<file path="src/include/tcdm_defines.svh">
/* width, depth, memory size and execute latency macros */
`ifndef TCDM_DEFINES_SVH
`define TCDM_DEFINES_SVH

// initiator interface fields
`define TCDM_AW 16 // byte address bits
`define TCDM_DW 32 // data word bits
`define TCDM_BW 8  // bits per byte-enable lane
`define TCDM_IW 4  // transaction id bits

// queue and buffer sizing
`define TCDM_FIFO_DEPTH 4 // entries per outstanding queue
`define TCDM_RESP_SLOTS 4 // result buffer entries

// memory array
`define TCDM_MEM_WORDS 256 // words, not bytes

// ex_valid to rs_valid, in cycles
`define TCDM_EX_LATENCY 2

`endif

</file>
<file path="src/design/hci_pkg.sv">
/* initiator-side field types, packed request and response queue words */
`include "tcdm_defines.svh"

package hci_pkg;

  localparam int unsigned HCI_BEW = `TCDM_DW / `TCDM_BW; // byte-enable lanes

  typedef logic [`TCDM_AW-1:0] hci_addr_t; // byte address
  typedef logic [`TCDM_DW-1:0] hci_data_t;
  typedef logic [HCI_BEW-1:0]  hci_be_t;   // one bit per byte lane
  typedef logic [`TCDM_IW-1:0] hci_id_t;

  // add + id + data + be + wen
  localparam int unsigned HCI_REQ_W  = `TCDM_AW + `TCDM_IW + `TCDM_DW + HCI_BEW + 1;
  // id + err + data
  localparam int unsigned HCI_RESP_W = `TCDM_IW + 1 + `TCDM_DW;

  typedef logic [HCI_REQ_W-1:0]  hci_req_word_t;  // {add, id, data, be, wen}
  typedef logic [HCI_RESP_W-1:0] hci_resp_word_t; // {id, err, data}

endpackage

</file>
<file path="src/design/tcdm_mem_pkg.sv">
/* memory-side types: word index and result buffer occupancy */
`include "tcdm_defines.svh"

package tcdm_mem_pkg;

  localparam int unsigned MEM_IDX_W  = $clog2(`TCDM_MEM_WORDS);
  // must reach TCDM_RESP_SLOTS itself, hence the +1
  localparam int unsigned RESP_CNT_W = $clog2(`TCDM_RESP_SLOTS + 1);

  typedef logic [MEM_IDX_W-1:0]  mem_index_t;  // word index into the array
  typedef logic [RESP_CNT_W-1:0] resp_count_t; // buffered + in-flight responses

endpackage

</file>
<file path="src/design/tcdm_resp_return.sv">
/* result stage: response buffer, reservation count and space signal for decode */
`timescale 1ns/1ps
`include "tcdm_defines.svh"

module tcdm_resp_return (
  input  logic               clk_i,
  input  logic               reset_i,
  input  logic               clear_i,
  input  logic               issue_i,    // decode ex_valid
  input  logic               rs_valid_i,
  input  hci_pkg::hci_id_t   rs_id_i,
  input  logic               rs_err_i,
  input  hci_pkg::hci_data_t rs_data_i,
  output logic               out_valid_o,
  input  logic               out_ready_i,
  output hci_pkg::hci_id_t   out_id_o,
  output logic               out_err_o,
  output hci_pkg::hci_data_t out_data_o,
  output logic               space_o
);

  import hci_pkg::*;
  import tcdm_mem_pkg::*;

  localparam int unsigned SLOTS = `TCDM_RESP_SLOTS;
  localparam int unsigned SW    = (SLOTS > 1) ? $clog2(SLOTS) : 1;

  hci_id_t     buf_id_q   [SLOTS];
  logic        buf_err_q  [SLOTS];
  hci_data_t   buf_data_q [SLOTS];
  logic [SW-1:0] wr_q, rd_q;
  resp_count_t cnt_q;  // entries held in the buffer
  resp_count_t rsv_q;  // buffered plus in flight through execute
  logic        buf_full, pop;

  assign buf_full    = (cnt_q == resp_count_t'(SLOTS));
  assign out_valid_o = (cnt_q != '0); // offered the cycle after entry
  assign out_id_o    = buf_id_q[rd_q];
  assign out_err_o   = buf_err_q[rd_q];
  assign out_data_o  = buf_data_q[rd_q];
  assign pop         = out_valid_o & out_ready_i;

  // issue_i is counted here already since rsv_q only picks it up next edge
  assign space_o = (32'(rsv_q) + 32'(issue_i)) < SLOTS;

  always_ff @(posedge clk_i) begin
    if (reset_i || clear_i) begin
      wr_q  <= '0;
      rd_q  <= '0;
      cnt_q <= '0;
      rsv_q <= '0;
    end else begin
      if (rs_valid_i) wr_q <= (wr_q == SW'(SLOTS - 1)) ? '0 : wr_q + 1'b1;
      if (pop) rd_q <= (rd_q == SW'(SLOTS - 1)) ? '0 : rd_q + 1'b1;
      if (rs_valid_i != pop) cnt_q <= rs_valid_i ? cnt_q + 1'b1 : cnt_q - 1'b1;
      if (issue_i != pop) rsv_q <= issue_i ? rsv_q + 1'b1 : rsv_q - 1'b1; // freed on pop only
    end
  end

  always_ff @(posedge clk_i) begin
    if (rs_valid_i) begin
      buf_id_q[wr_q]   <= rs_id_i;
      buf_err_q[wr_q]  <= rs_err_i;
      buf_data_q[wr_q] <= rs_data_i;
    end
  end

  // the reservation made at decode must guarantee room when execute delivers
  ap_rsv_room : assert property (@(posedge clk_i) disable iff (reset_i)
    rs_valid_i |-> !buf_full);

endmodule

</file>
<file path="config.mk">
export PLATFORM = sky130hd
export DESIGN_NAME = tcdm_resp_return
export DESIGN_NICKNAME = d
export VERILOG_FILES = /design/src/design/hci_pkg.sv /design/src/design/tcdm_mem_pkg.sv /design/src/design/tcdm_resp_return.sv
export VERILOG_INCLUDE_DIRS = /design/src /design/src/include
export SDC_FILE = /design/constraint.sdc
export NUM_CORES = 1
export LEC_CHECK = 0
export BUFFER_PORTS_ARGS = -buffer_cell sky130_fd_sc_hd__buf_2
export CAP_MARGIN = 25
export CORE_MARGIN = 2
export CORE_UTILIZATION = 55
export CTS_BUF_LIST = sky130_fd_sc_hd__clkbuf_8
export CTS_CLUSTER_SIZE = 25
export DETAILED_ROUTE_END_ITERATION = 12
export GPL_TIMING_DRIVEN = 1
export MAX_ROUTING_LAYER = met4
export PLACE_DENSITY = 0.83
export SETUP_SLACK_MARGIN = 0.3
export SKIP_CTS_REPAIR_TIMING = 1
export SLEW_MARGIN = 20
export SYNTH_ARGS = -nofsm -noshare
export SYNTH_HDL_FRONTEND = slang
export SYNTH_SLANG_ARGS = --single-unit
export TNS_END_PERCENT = 1
</file>
<file path="constraint.sdc">
create_clock -name clk_i -period 2.1 [get_ports clk_i]
set_clock_uncertainty 0.05 [all_clocks]
set_input_delay 0.105 -clock clk_i [delete_from_list [all_inputs] [get_ports clk_i]]
set_output_delay 0.105 -clock clk_i [all_outputs]
set_load 0.05 [all_outputs]
</file>
Word level (Yosys, flattened, before mapping)
Memory sizes are Yosys's and may differ from the RTL's. A register that Yosys moved wholly into a read port is not among the register bits.
Index checks and enable logic that the tools add are counted.
{ "totals": {"register_bits": 10, "ram_bits": 148, "input_bits": 43, "output_inout_bits": 39, "memories": 3} }
{ "mem_list": {"columns": ["name", "words", "width", "read_ports", "rd_ports_with_merged_regs", "write_ports", "line_no", "text"], "rows": [
  ["buf_data_q", 4, 32, 1, 1, 1, "tcdm_resp_return.sv:30", "hci_data_t buf_data_q [SLOTS];"],
  ["buf_id_q", 4, 4, 1, 1, 1, "tcdm_resp_return.sv:28", "hci_id_t buf_id_q [SLOTS];"],
  ["buf_err_q", 4, 1, 1, 1, 1, "tcdm_resp_return.sv:29", "logic buf_err_q [SLOTS];"]
]} }
{ "op_classes": {"n_addsub": 7, "order_cmp": 1, "eq_ne": 4, "n_mux": 12, "bitwise_logic": 1, "n_reduce_logical": 2} }
{ "op_table": {"columns": ["operator", "n"], "rows": [
  ["$mux W2", 8],
  ["$add A3 B1 Y3 const B", 2],
  ["$mux W3", 2],
  ["$sub A3 B1 Y3 const B", 2],
  ["$add A2 B1 Y2 const B", 2],
  ["$add A3 B1 Y4", 1],
  ["$eq A2 B2 Y1 const B", 2],
  ["$lt A4 B3 Y1 const B", 1],
  ["$reduce_bool A3 Y1", 1],
  ["$mux W1", 2],
  ["$ne A1 B1 Y1", 2],
  ["$and A1 B1 Y1", 1],
  ["$logic_or A1 B1 Y1", 1]
]} }

Logic depth before layout (Yosys ltp)
Gate-level depths: netlist (run 1).
{ "logic_depth": {"word_depth": 4, "mapped_depth": 7, "mapped_depth_nobuf": 6} }

Worst setup path before layout (run 1)
Ideal clock, no wire load.
{ "synth_path": {"path_kind": "reg2reg", "start": "register wr_q[0]", "end": "memory buf_data_q[2][0] (netlist name), enable pin", "setup_ns": 0.398, "t_arrival_ns": 1.444, "required_time_ns": 1.652, "slack_ns": 0.209, "stages_incl_launch_ff": 4, "path_buffers": 0, "period_less_slack_ns": 1.891, "cell_sequence": "dfxtp_1 inv_1 ha_1 and2_1"} }
{ "synth_lines": {"columns": ["element", "line_no", "text"], "rows": [
  ["start: declaration", "tcdm_resp_return.sv:31", "logic [SW-1:0] wr_q, rd_q;"],
  ["start signal: assignment", "tcdm_resp_return.sv:53", "if (rs_valid_i) wr_q <= (wr_q == SW'(SLOTS - 1)) ? '0 : wr_q + 1'b1;"],
  ["end: declaration", "tcdm_resp_return.sv:30", null]
]} }
No word-level cell before the write port.

==> results.md, run 1 <==
Run status
• completed — status

Placed design
• 6620 µm² — total placed instance area
• 81 — Port Buffer Count
• 0.527 ns — placement-stage worst setup slack
• 0.716 — GP Congestion
• 6.46 mm — placed wire-length estimate after detailed placement

Critical path
• reg2out — start-to-end type of the worst setup path
• 4 — worst reg-to-reg path cell count
• flip-flop — kind of start point of the critical path
• rsv_q[1] — reg-to-reg endpoint
• mux4_2 — worst-path cell with the longest stage delay
• cnt_q[0] — worst r2r src
• output pin — type of destination of the critical path
• 12 — largest fanout on the critical path
• clkbuf_16 > mux4_2 > buf_2 — cells along the critical path
• 0.55 ns — R2R Setup Slk
• 1.78 ns — arrival time worst endpoint
• 1.95 ns — critical path required time
• 0.51 ns — peak per-stage delay on the critical path

Timing
• 0 ns — Setup Total Neg Slack
• 92.0% — post-route fraction of the period consumed by the critical path
• 0 — Final Hold Fails
• 69.7% — worst slew margin relative to its limit
• yes — RSZ-0062 raised after global routing
• 0 — Pins Over Slew Limit
• 517 MHz — upper clock frequency limit
• 1.93 ns — final worst path period need
• 0.454 ns — Slew @ Worst Pin
• 0 — total setup violations reported at the end of the flow
• 0.167 ns — min setup slack post-route
• 0.0124 ns — worst slack on hold paths

Clock tree
• 17 — TritonCTS buffer count
• 2 — number of buffers between clock root and the deepest sink
• 4 — H-Tree Depth
• 0.43 ns — clock network latency to the later pin of the worst-skew pair
• clkbuf_8 — clock root buffer
• yes — TritonCTS clock tree
• 160 — Clock Sink Count
• 0.08 ns — CTS clk-pin slew, worst paths

Job
• 0 — total of max-cap violations

Global route
• 15.4 mm — global-route wire length before repair
• 19.0% — total track usage
• 0 — antenna violations before repair
• 30 — largest net degree at the start of global routing
• 0 — leftover overflow at the end of global routing
• 2896 — via count of the first global-routing pass

Final layout
• 40.5% — share of layout cells above drive strength 1
• 450 — count of nets after finishing
• 7400 µm² — Design Area, Final
• edfxtp_1 — most frequent standard cell in the layout excluding fill and tap cells
• 71.1% — fin util
• 638 — # fillers
• 24.4% — layout-stage area growth over the synthesis result
• edfxtp_1 (148), buf_2 (71), dlygate4sd3_1 (40), mux4_2 (37), clkbuf_8 (17) — most frequent cells in the layout
• 0 — number of antenna cells inserted

Floorplan
• 57.2% — initial cell density of the core
• 37 — number of cell rows
• 108 µm — horizontal die dimension
• 10400 µm² — area of the core
• 108 µm — Chip Height
• 11700 µm² — die outline area
• 82 — io pins

Synthesis
• edfxtp_1 (75%), mux4_2 (14%), dfxtp_1 (4.0%) — dominant cells by area after synthesis
• 30 — library cells used by synthesis
• 258 — number of standard cells after synthesis
• edfxtp_1 — area leader, netlist
• 5950 µm² — Cell Area, Synth
• 78.7% — share of the yosys chip area belonging to registers
• 23.1 µm² — Avg Synthesized Cell Area
• 308 — net count after synthesis
• 0 — yosys warns
• 160 — synthesis-stage register bit count
• 74.7% — area share of the leading cell type in the synthesized netlist

Worst hold path
• rsv_q[0] — Worst Hold Path EP
• clear_i — Worst Min Path Start
• 3 — Min-Delay Path Depth
• in2reg — classification of the worst-slack hold path

Power
• 0.481 mV — maximum resistive drop on vdd
• 2.56 nW — static leakage power
• 814 nW/µm² — total power divided by cell area

Route
• 4 — number of detailed-routing iterations run before antenna repair
• 10.4 mm — Total Wirelength
• 2943 — Vias
• 0 — number of remaining DRC errors
• 0 — antenna violation net count after detailed routing
• 5.37 — via count normalized by instance count
• 19.0 µm — mean routed wirelength per cell
• 189 — initial detailed-routing violation count

-- kinds of logic (layout without fill, tap and decap cells) --
kind of cell    after synthesis  after routing  share of synthesized area (%)
xor+xnor                      4              4                          0.589
buf+inv                      14            168                           1.05
simple gates                 24             24                           2.25
fa+ha+maj                     7              7                           1.72
mux                          41             41                           14.7
compound gates                8              8                           1.03
flops                       160            160                           78.7
-- cells in the mapped netlist --
master      n
dfxtp_1    12
o31ai_4     1
xor2_1      1
edfxtp_1  148
mux4_2     37
o21ai_0     2
nand3_1     1
inv_1       4
nor3b_1     2
ha_1        5
nand2_1     1
buf_2       4
nor3_1      4
mux2i_1     4
or3_2       1
xnor2_1     3
and3b_1     1
or2_2       1
and2_1      4
or2_0       1
clkbuf_1    4
nand2b_1    1
a21oi_1     3
and3_2      1
buf_4       1
a31oi_1     1
nor2_1      6
fa_1        2
clkbuf_2    1
a21oi_2     1
-- worst max path at each step --
| stage | end | slack, ns | cells after the start |
|---|---|---|---|
| finish | out_data_o[8] | 0.17 | 3 |
| global route | out_data_o[17] | 0.1 | 3 |
| CTS | out_data_o[20] | 0.04 | 3 |
| detailed placement | out_data_o[20] | 0.53 | 3 |
| global placement | out_data_o[20] | 0.52 | 3 |
| floorplan | buf_data_q[0][0] | 0.21 | 3 |
-- power breakdown --
group          internal [W]  total, W  switching (W)
Combinational      0.000240  0.000624       0.000384
Sequential          0.00356   0.00359      0.0000300
Clock              0.000782   0.00181        0.00103
Total               0.00458   0.00603        0.00144
-- through the flow --
| stage | total power (W) | std cells |
|---|---|---|
| after floorplan | 0.00404 | 258 |
| after global placement | 0.00420 | 476 |
| after detailed placement | 0.00422 | 476 |
| after CTS | 0.00599 | 507 |
| after global routing | 0.00623 | 548 |
| final | 0.00603 | 548 |
-- layer usage --
metal	up-vias	share of wire, %	GRT usage [%]
met3	13	5.0	5.73
li1	1346	-	-
met5	-	0	-
met2	89	51	30.0
met1	1495	44	24.1
met4	0	1.0	5.77
-- critical path: cells and delay by family (launching register included) --
kind,cells,cell delay [ns]
buffers and inverters,2,0.44
multiplexers,1,0.51
flip-flops,1,0.40
-- area by class of cell --
class	count	area [µm²]	area share (%)
Clock buffer	17	234	3.16
Inverter	4	15.0	0.203
Multi-Input combinational cell	84	1210	16.4
Sequential cell	160	4690	63.4
Tap cell	136	170	2.30
Timing Repair Buffer	133	1000	13.5
Clock inverter	14	80.1	1.08
-- registers in the layout, indices dropped and copies added, names as in the netlist, named ones only --
name        flops
buf_data_q    128
buf_id_q       16
buf_err_q       4
cnt_q           3
rsv_q           3
rd_q            2
wr_q            2
Note: power is estimated with default switching activity, not from simulation.
==> inputs of run 2 (changes only) <==
CORE_ASPECT_RATIO = 0.8   (was default)
SETUP_SLACK_MARGIN = default   (was 0.3)
==> run 2 against run 1 <==
  * Non-clock buffer count shrank 1
  * Clock power is 17% higher
  * Die area hardly changed
  * Cell area increased by 0.54%
  * Final cell count increased by 0.55%
  * Largest power group unchanged
  * Sequential power barely moved
  * Sequential share of layout area fell by 0.37 points
==> results.md, run 2 (same netlist as run 1, synthesis figures left out) <==
Floorplan
• 82 — io pins
• 10400 µm² — area of the core
• 11700 µm² — die outline area
• 57.2% — initial cell density of the core
• 33 — number of cell rows
• 97.1 µm — Chip Height
• 120 µm — horizontal die dimension

Final layout
• 25.0% — layout-stage area growth over the synthesis result
• edfxtp_1 — most frequent standard cell in the layout excluding fill and tap cells
• 449 — count of nets after finishing
• buf_data_q: 128 flops, buf_id_q: 16 flops, buf_err_q: 4 flops — leading registers by flop count
• 1210 µm² — multi-input logic area
• 7440 µm² — Design Area, Final
• buf_data_q — register name with the most flops
• 0 — number of antenna cells inserted
• 4690 µm² — FF+latch area
• 41.8% — share of layout cells above drive strength 1
• 71.5% — fin util
• 128 — number of flip-flops under the largest register name
• edfxtp_1 (148), buf_2 (81), dlygate4sd3_1 (38), mux4_2 (37), clkbuf_8 (17) — most frequent cells in the layout
• 694 — # fillers

Critical path
• 0.53 ns — peak per-stage delay on the critical path
• 1.95 ns — critical path required time
• buf_data_q[0][31] — reg-to-reg endpoint
• 4 — worst reg-to-reg path cell count
• 0.54 ns — R2R Setup Slk
• reg2out — start-to-end type of the worst setup path
• wr_q[0] — worst r2r src
• flip-flop — kind of start point of the critical path
• mux4_2 — worst-path cell with the longest stage delay
• output pin — type of destination of the critical path
• buf_12 > mux4_2 > buf_2 — cells along the critical path
• 11 — largest fanout on the critical path
• 1.82 ns — arrival time worst endpoint
• out_data_o[29] — capture point of the worst path

Route
• 538 µm — met3 routed WL
• 5.55 mm — DR WL met2
• met4 — topmost layer with routed signal wires
• 19.2 µm — mean routed wirelength per cell
• 207 — initial detailed-routing violation count
• 10.6 mm — Total Wirelength
• 4.45 mm — M1 wire length
• 4 — number of detailed-routing iterations run before antenna repair
• 0 — number of remaining DRC errors
• 5.45 — via count normalized by instance count
• 3002 — Vias
• 0 — antenna violation net count after detailed routing

Power
• 33.4% — clock share of power
• 2.57 nW — static leakage power
• 56.8% — sequential power share
• 0.00484 W — P_int
• 23.5% — switching power as a share of total power
• 9.7% — portion of total power attributed to combinational logic
• 849 nW/µm² — total power divided by cell area
• 0.00148 W — power dissipated by switching net loads
• 0.00632 W — total power draw
• 0.453 mV — maximum resistive drop on vdd

Clock tree
• clkbuf_8 — clock root buffer
• 17 — TritonCTS buffer count
• yes — TritonCTS clock tree
• 4 — H-Tree Depth
• 160 — Clock Sink Count
• 0.43 ns — clock network latency to the later pin of the worst-skew pair
• 2 — number of buffers between clock root and the deepest sink
• 0.08 ns — CTS clk-pin slew, worst paths

Timing
• 0 — Final Hold Fails
• no — RSZ-0062 raised after global routing
• 0 ns — Setup Total Neg Slack
• 0 — total setup violations reported at the end of the flow
• 0 — Pins Over Slew Limit
• 0.129 ns — min setup slack post-route
• 68.0% — worst slew margin relative to its limit
• 1.97 ns — final worst path period need
• 507 MHz — upper clock frequency limit
• 93.9% — post-route fraction of the period consumed by the critical path
• 0.480 ns — Slew @ Worst Pin

Global route
• 38 — largest net degree at the start of global routing
• 19.0% — total track usage
• 3000 — via count of the first global-routing pass
• 0 — leftover overflow at the end of global routing
• 15.5 mm — global-route wire length before repair
• 0 — antenna violations before repair

Placed design
• 0.670 — GP Congestion
• 0.396 ns — placement-stage worst setup slack
• 6640 µm² — total placed instance area
• 6.57 mm — placed wire-length estimate after detailed placement
• 81 — Port Buffer Count

Run status
• completed — status

Worst hold path
• in2reg — classification of the worst-slack hold path

Job
• 0 — total of max-cap violations

-- run 2: cell types whose count changed in the layout (fill, tap and decap cells not counted), sizes merged --
cell and change:
inv -1, clkinv -1, bufinv +2, dlygate4sd3 -2, buf +1
-- run 2: cell type report --
type	instances	share of cell area, %
well taps	140	2.35
multi-input cells	84	16.3
inverters	4	0.202
clock buffers	17	3.14
flip-flops and latches	160	63.0
clock inverters	14	1.92
repair buffers	132	13.1
-- run 2: power groups by stage --
stage          Sequential (W)  Clock, W  Combinational, W
2_1_floorplan         0.00366         0          0.000387
4_1_cts               0.00360   0.00215          0.000561
6_report              0.00359   0.00211          0.000616
5_1_grt               0.00360   0.00229          0.000652
3_5_place_dp          0.00367         0          0.000560
3_3_place_gp          0.00366         0          0.000541
-- run 2: how the worst min path moves through the flow --
stage                     depth (start not counted)                 to          start  slack (ns)
after floorplan                                   0   buf_data_q[0][0]   rs_data_i[0]        0.15
after global placement                            1   buf_data_q[1][9]   rs_data_i[9]        0.27
after detailed placement                          1   buf_data_q[2][3]   rs_data_i[3]        0.28
after CTS                                         1  buf_data_q[2][10]  rs_data_i[10]       -0.20
after global routing                              3           cnt_q[0]        reset_i       0.006
final                                             3           cnt_q[0]        reset_i        0.02
-- run 2: critical path, delay by kind of cell, from the launching register on --
family | cells | cell delay [ns]
flip-flops | 1 | 0.44
multiplexers | 1 | 0.53
buffers and inverters | 2 | 0.41
-- run 2: per-layer routing --
layer  vias up  global-route usage (%)
li1       1348                       -
met1      1558                    22.9
met2        89                    30.9
met3         7                    6.40
met4         0                    5.64
met5         -                       -
-- run 2: metrics by stage --
| stage | instances | hold slack (ns) |
|---|---|---|
| after floorplan | 258 | 0.154 |
| after global placement | 479 | 0.268 |
| after detailed placement | 479 | 0.275 |
| after CTS | 510 | -0.200 |
| after global routing | 551 | 0.00620 |
| final | 551 | 0.0238 |
==> inputs of run 3 (changes only) <==
ABC_AREA = 1   (was default)
SKIP_LAST_GASP = 1   (was default)
==> run 3 against run 2 <==
  * The flow now finishes with violations (negative hold slack)
  * Synthesized area grew 3.9%
  * Global-route usage grew 3.4 points
  * Cell area increased by 1.3%
  * Wire length up 23%
  * Power up 0.21%
  * Flip-flop and latch count stayed put
  * Largest power group unchanged
  * Critical path depth is 2 higher
  * Largest cell class unchanged
  * Sequential power is essentially flat
  * Sequential share of layout area is 0.80 points lower
  * Critical endpoint is now out_data_o[30]
  * Clock power shrank 2%
  * Worst hold slack worse by 0.032 ns
==> results.md, run 3 <==
Critical path
• 1.85 ns — arrival time worst endpoint
• dfxtp_1 — worst-path cell with the longest stage delay
• 29 — largest fanout on the critical path
• flip-flop — kind of start point of the critical path
• reg2out — start-to-end type of the worst setup path
• output pin — type of destination of the critical path
• 0.33 ns — peak per-stage delay on the critical path
• inv_1 > buf_12 > o21ai_1 > o22ai_1 > buf_2 — cells along the critical path
• 1.95 ns — critical path required time

Route
• 0 — antenna violation net count after detailed routing
• 400 — initial detailed-routing violation count
• 13.0 mm — Total Wirelength
• 0 — number of remaining DRC errors
• 4 — number of detailed-routing iterations run before antenna repair
• 17.5 µm — mean routed wirelength per cell
• 5.58 — via count normalized by instance count
• 4133 — Vias

Synthesis
• edfxtp_1 — top-count cell post-synth
• 6190 µm² — Cell Area, Synth
• edfxtp_1 (72%), nor2_1 (5.4%), dfxtp_1 (3.9%) — dominant cells by area after synthesis
• 509 — net count after synthesis
• 75.7% — share of the yosys chip area belonging to registers
• 1.66% — post-synthesis adder-cell area fraction
• edfxtp_1 — dominant synthesized flop cell
• 0% — mux contribution to synthesized area
• edfxtp_1 (148), nor2_1 (89), o21ai_0 (47) — top cell types by occurrence after synthesis
• 148 — EDFF count, synth
• 0% — parity-gate share of the synthesized area counting xor and xnor cells
• 21 — library cells used by synthesis
• edfxtp_1 — area leader, netlist
• 0 — yosys warns
• 13.5 µm² — Avg Synthesized Cell Area
• 0% — ys async rst share
• 459 — number of standard cells after synthesis
• compound AO/OA/AOI/OAI gates — combinational family with the most area after synthesis
• 8.55% — area share of and/or/nand/nor cells after synthesis
• 71.8% — area share of the leading cell type in the synthesized netlist
• 10.3% — share of the synthesized area in compound gates (AO/OA/AOI/OAI)
• 160 — synthesis-stage register bit count

Floorplan
• 34 — number of cell rows
• 12100 µm² — die outline area
• 82 — io pins
• 56.6% — initial cell density of the core
• 98.9 µm — Chip Height
• 123 µm — horizontal die dimension
• 10900 µm² — area of the core

Run status
• negative hold slack — violated checks
• finished, violations left — status

Timing
• 0 — total setup violations reported at the end of the flow
• yes — RSZ-0062 raised after global routing
• 500 MHz — upper clock frequency limit
• 0.621 ns — Slew @ Worst Pin
• 95.3% — post-route fraction of the period consumed by the critical path
• -0.00873 ns — worst slack on hold paths
• 2.00 ns — final worst path period need
• 0 — Pins Over Slew Limit
• 5 — Final Hold Fails
• 58.4% — worst slew margin relative to its limit

Clock tree
• 0.08 ns — CTS clk-pin slew, worst paths
• 4 — H-Tree Depth
• 160 — Clock Sink Count
• 17 — TritonCTS buffer count
• 0.44 ns — clock network latency to the later pin of the worst-skew pair
• 2 — number of buffers between clock root and the deepest sink
• clkbuf_8 — clock root buffer
• yes — TritonCTS clock tree

Global route
• 19.7 mm — global-route wire length before repair
• met2 — global routing's busiest layer
• 65 — largest net degree at the start of global routing
• 5.56% — GR met3 Demand/Resource
• 0 — leftover overflow at the end of global routing
• 35.5% — met2 demand-to-capacity share in global routing
• 28.5% — GR met1 Demand/Resource
• 0 — antenna violations before repair
• 3932 — via count of the first global-routing pass
• 22.4% — total track usage

Final layout
• 1270 µm² — multi-input logic area
• 128 — number of flip-flops under the largest register name
• 776 — # fillers
• edfxtp_1 — most frequent standard cell in the layout excluding fill and tap cells
• edfxtp_1 (148), nor2_1 (89), buf_2 (81), o21ai_0 (47), dlygate4sd3_1 (38) — most frequent cells in the layout
• 22.3% — share of layout cells above drive strength 1
• 0 — number of antenna cells inserted
• 634 — count of nets after finishing
• 21.8% — layout-stage area growth over the synthesis result
• 4690 µm² — FF+latch area
• buf_data_q: 128 flops, buf_id_q: 16 flops, buf_err_q: 4 flops — leading registers by flop count
• buf_data_q — register name with the most flops
• 68.9% — fin util

Power
• 32.5% — clock share of power
• 0.00634 W — total power draw
• 10.7% — portion of total power attributed to combinational logic
• 0.748 mV — maximum resistive drop on vdd
• 0.00171 W — power dissipated by switching net loads
• 841 nW/µm² — total power divided by cell area
• 2.78 nW — static leakage power
• 27.0% — switching power as a share of total power
• 56.8% — sequential power share
• 0.00462 W — P_int

Worst hold path
• in2reg — classification of the worst-slack hold path

Placed design
• 0.772 — GP Congestion
• 7.54 mm — placed wire-length estimate after detailed placement
• 81 — Port Buffer Count

Job
• 0 — total of max-cap violations

[run 3: cell types whose count changed in the layout (fill, tap and decap cells not counted), sizes merged, moves of 3 or more]
cell	previous run	this run
and2	4	0
inv	7	25
mux2i	4	0
mux4	37	0
nand2	1	25
nand3	1	15
nor2	6	90
nor3	4	1
o21ai	2	75
o22ai	0	37
xnor2	3	0
[run 3: kinds of logic after synthesis]
logic type | Yosys count
AO/OA/AOI/OAI | 118
AND/OR/NAND/NOR | 131
flip-flops | 160
buffers and inverters | 43
adder cells (fa/ha/maj) | 7
[run 3: per-layer routing]
metal / up-vias / share of wire, %
li1: 1926 / -
met5: - / 0
met3: 18 / 6.8
met1: 2008 / 41
met4: 0 / 1.3
met2: 181 / 51
[run 3: critical path: cells and delay by family (launching register included)]
family                 cells  cell delay (ns)
DFF                        1             0.33
buffers and inverters      3             0.77
AOI/OAI and AO/OA          2             0.27
[run 3: final timing paths]
kind / cells after the start / slack, ns / to / from
max: 5 / 0.1 / out_data_o[30] / flip-flop
min: 4 / -0.009 / rsv_q[2] / reset_i
max reg2reg: 5 / 0.54 / buf_data_q[1][29] / wr_q[1]
min reg2reg: 2 / 0.45 / flip-flop / rd_q[0]
[run 3: final cells by class]
| type | count | area share (%) |
|---|---|---|
| multi-input cells | 256 | 16.8 |
| clock buffers | 17 | 3.10 |
| clock inverters | 15 | 1.68 |
| repair buffers | 131 | 12.9 |
| inverters | 18 | 0.896 |
| flip-flops and latches | 160 | 62.2 |
| well taps | 144 | 2.39 |
[run 3: power groups by stage]
stage | clock, W | sequential, W | combinational [W]
floorplan | 0 | 0.00367 | 0.000424
global placement | 0 | 0.00367 | 0.000597
detailed placement | 0 | 0.00367 | 0.000618
CTS | 0.00210 | 0.00360 | 0.000619
global route | 0.00221 | 0.00361 | 0.000729
finish | 0.00206 | 0.00360 | 0.000678
[run 3: per-stage QoR]
step | instance area [µm²] | TNS, ns | worst slack (ns) | cells
floorplan | 6190 | 0 | 0.334 | 459
global placement | 6770 | 0 | 0.552 | 670
detailed placement | 6770 | 0 | 0.496 | 670
CTS | 7130 | -0.000263 | -0.000263 | 702
global route | 7540 | -0.0113 | -0.0112 | 741
finish | 7540 | 0 | 0.0992 | 741
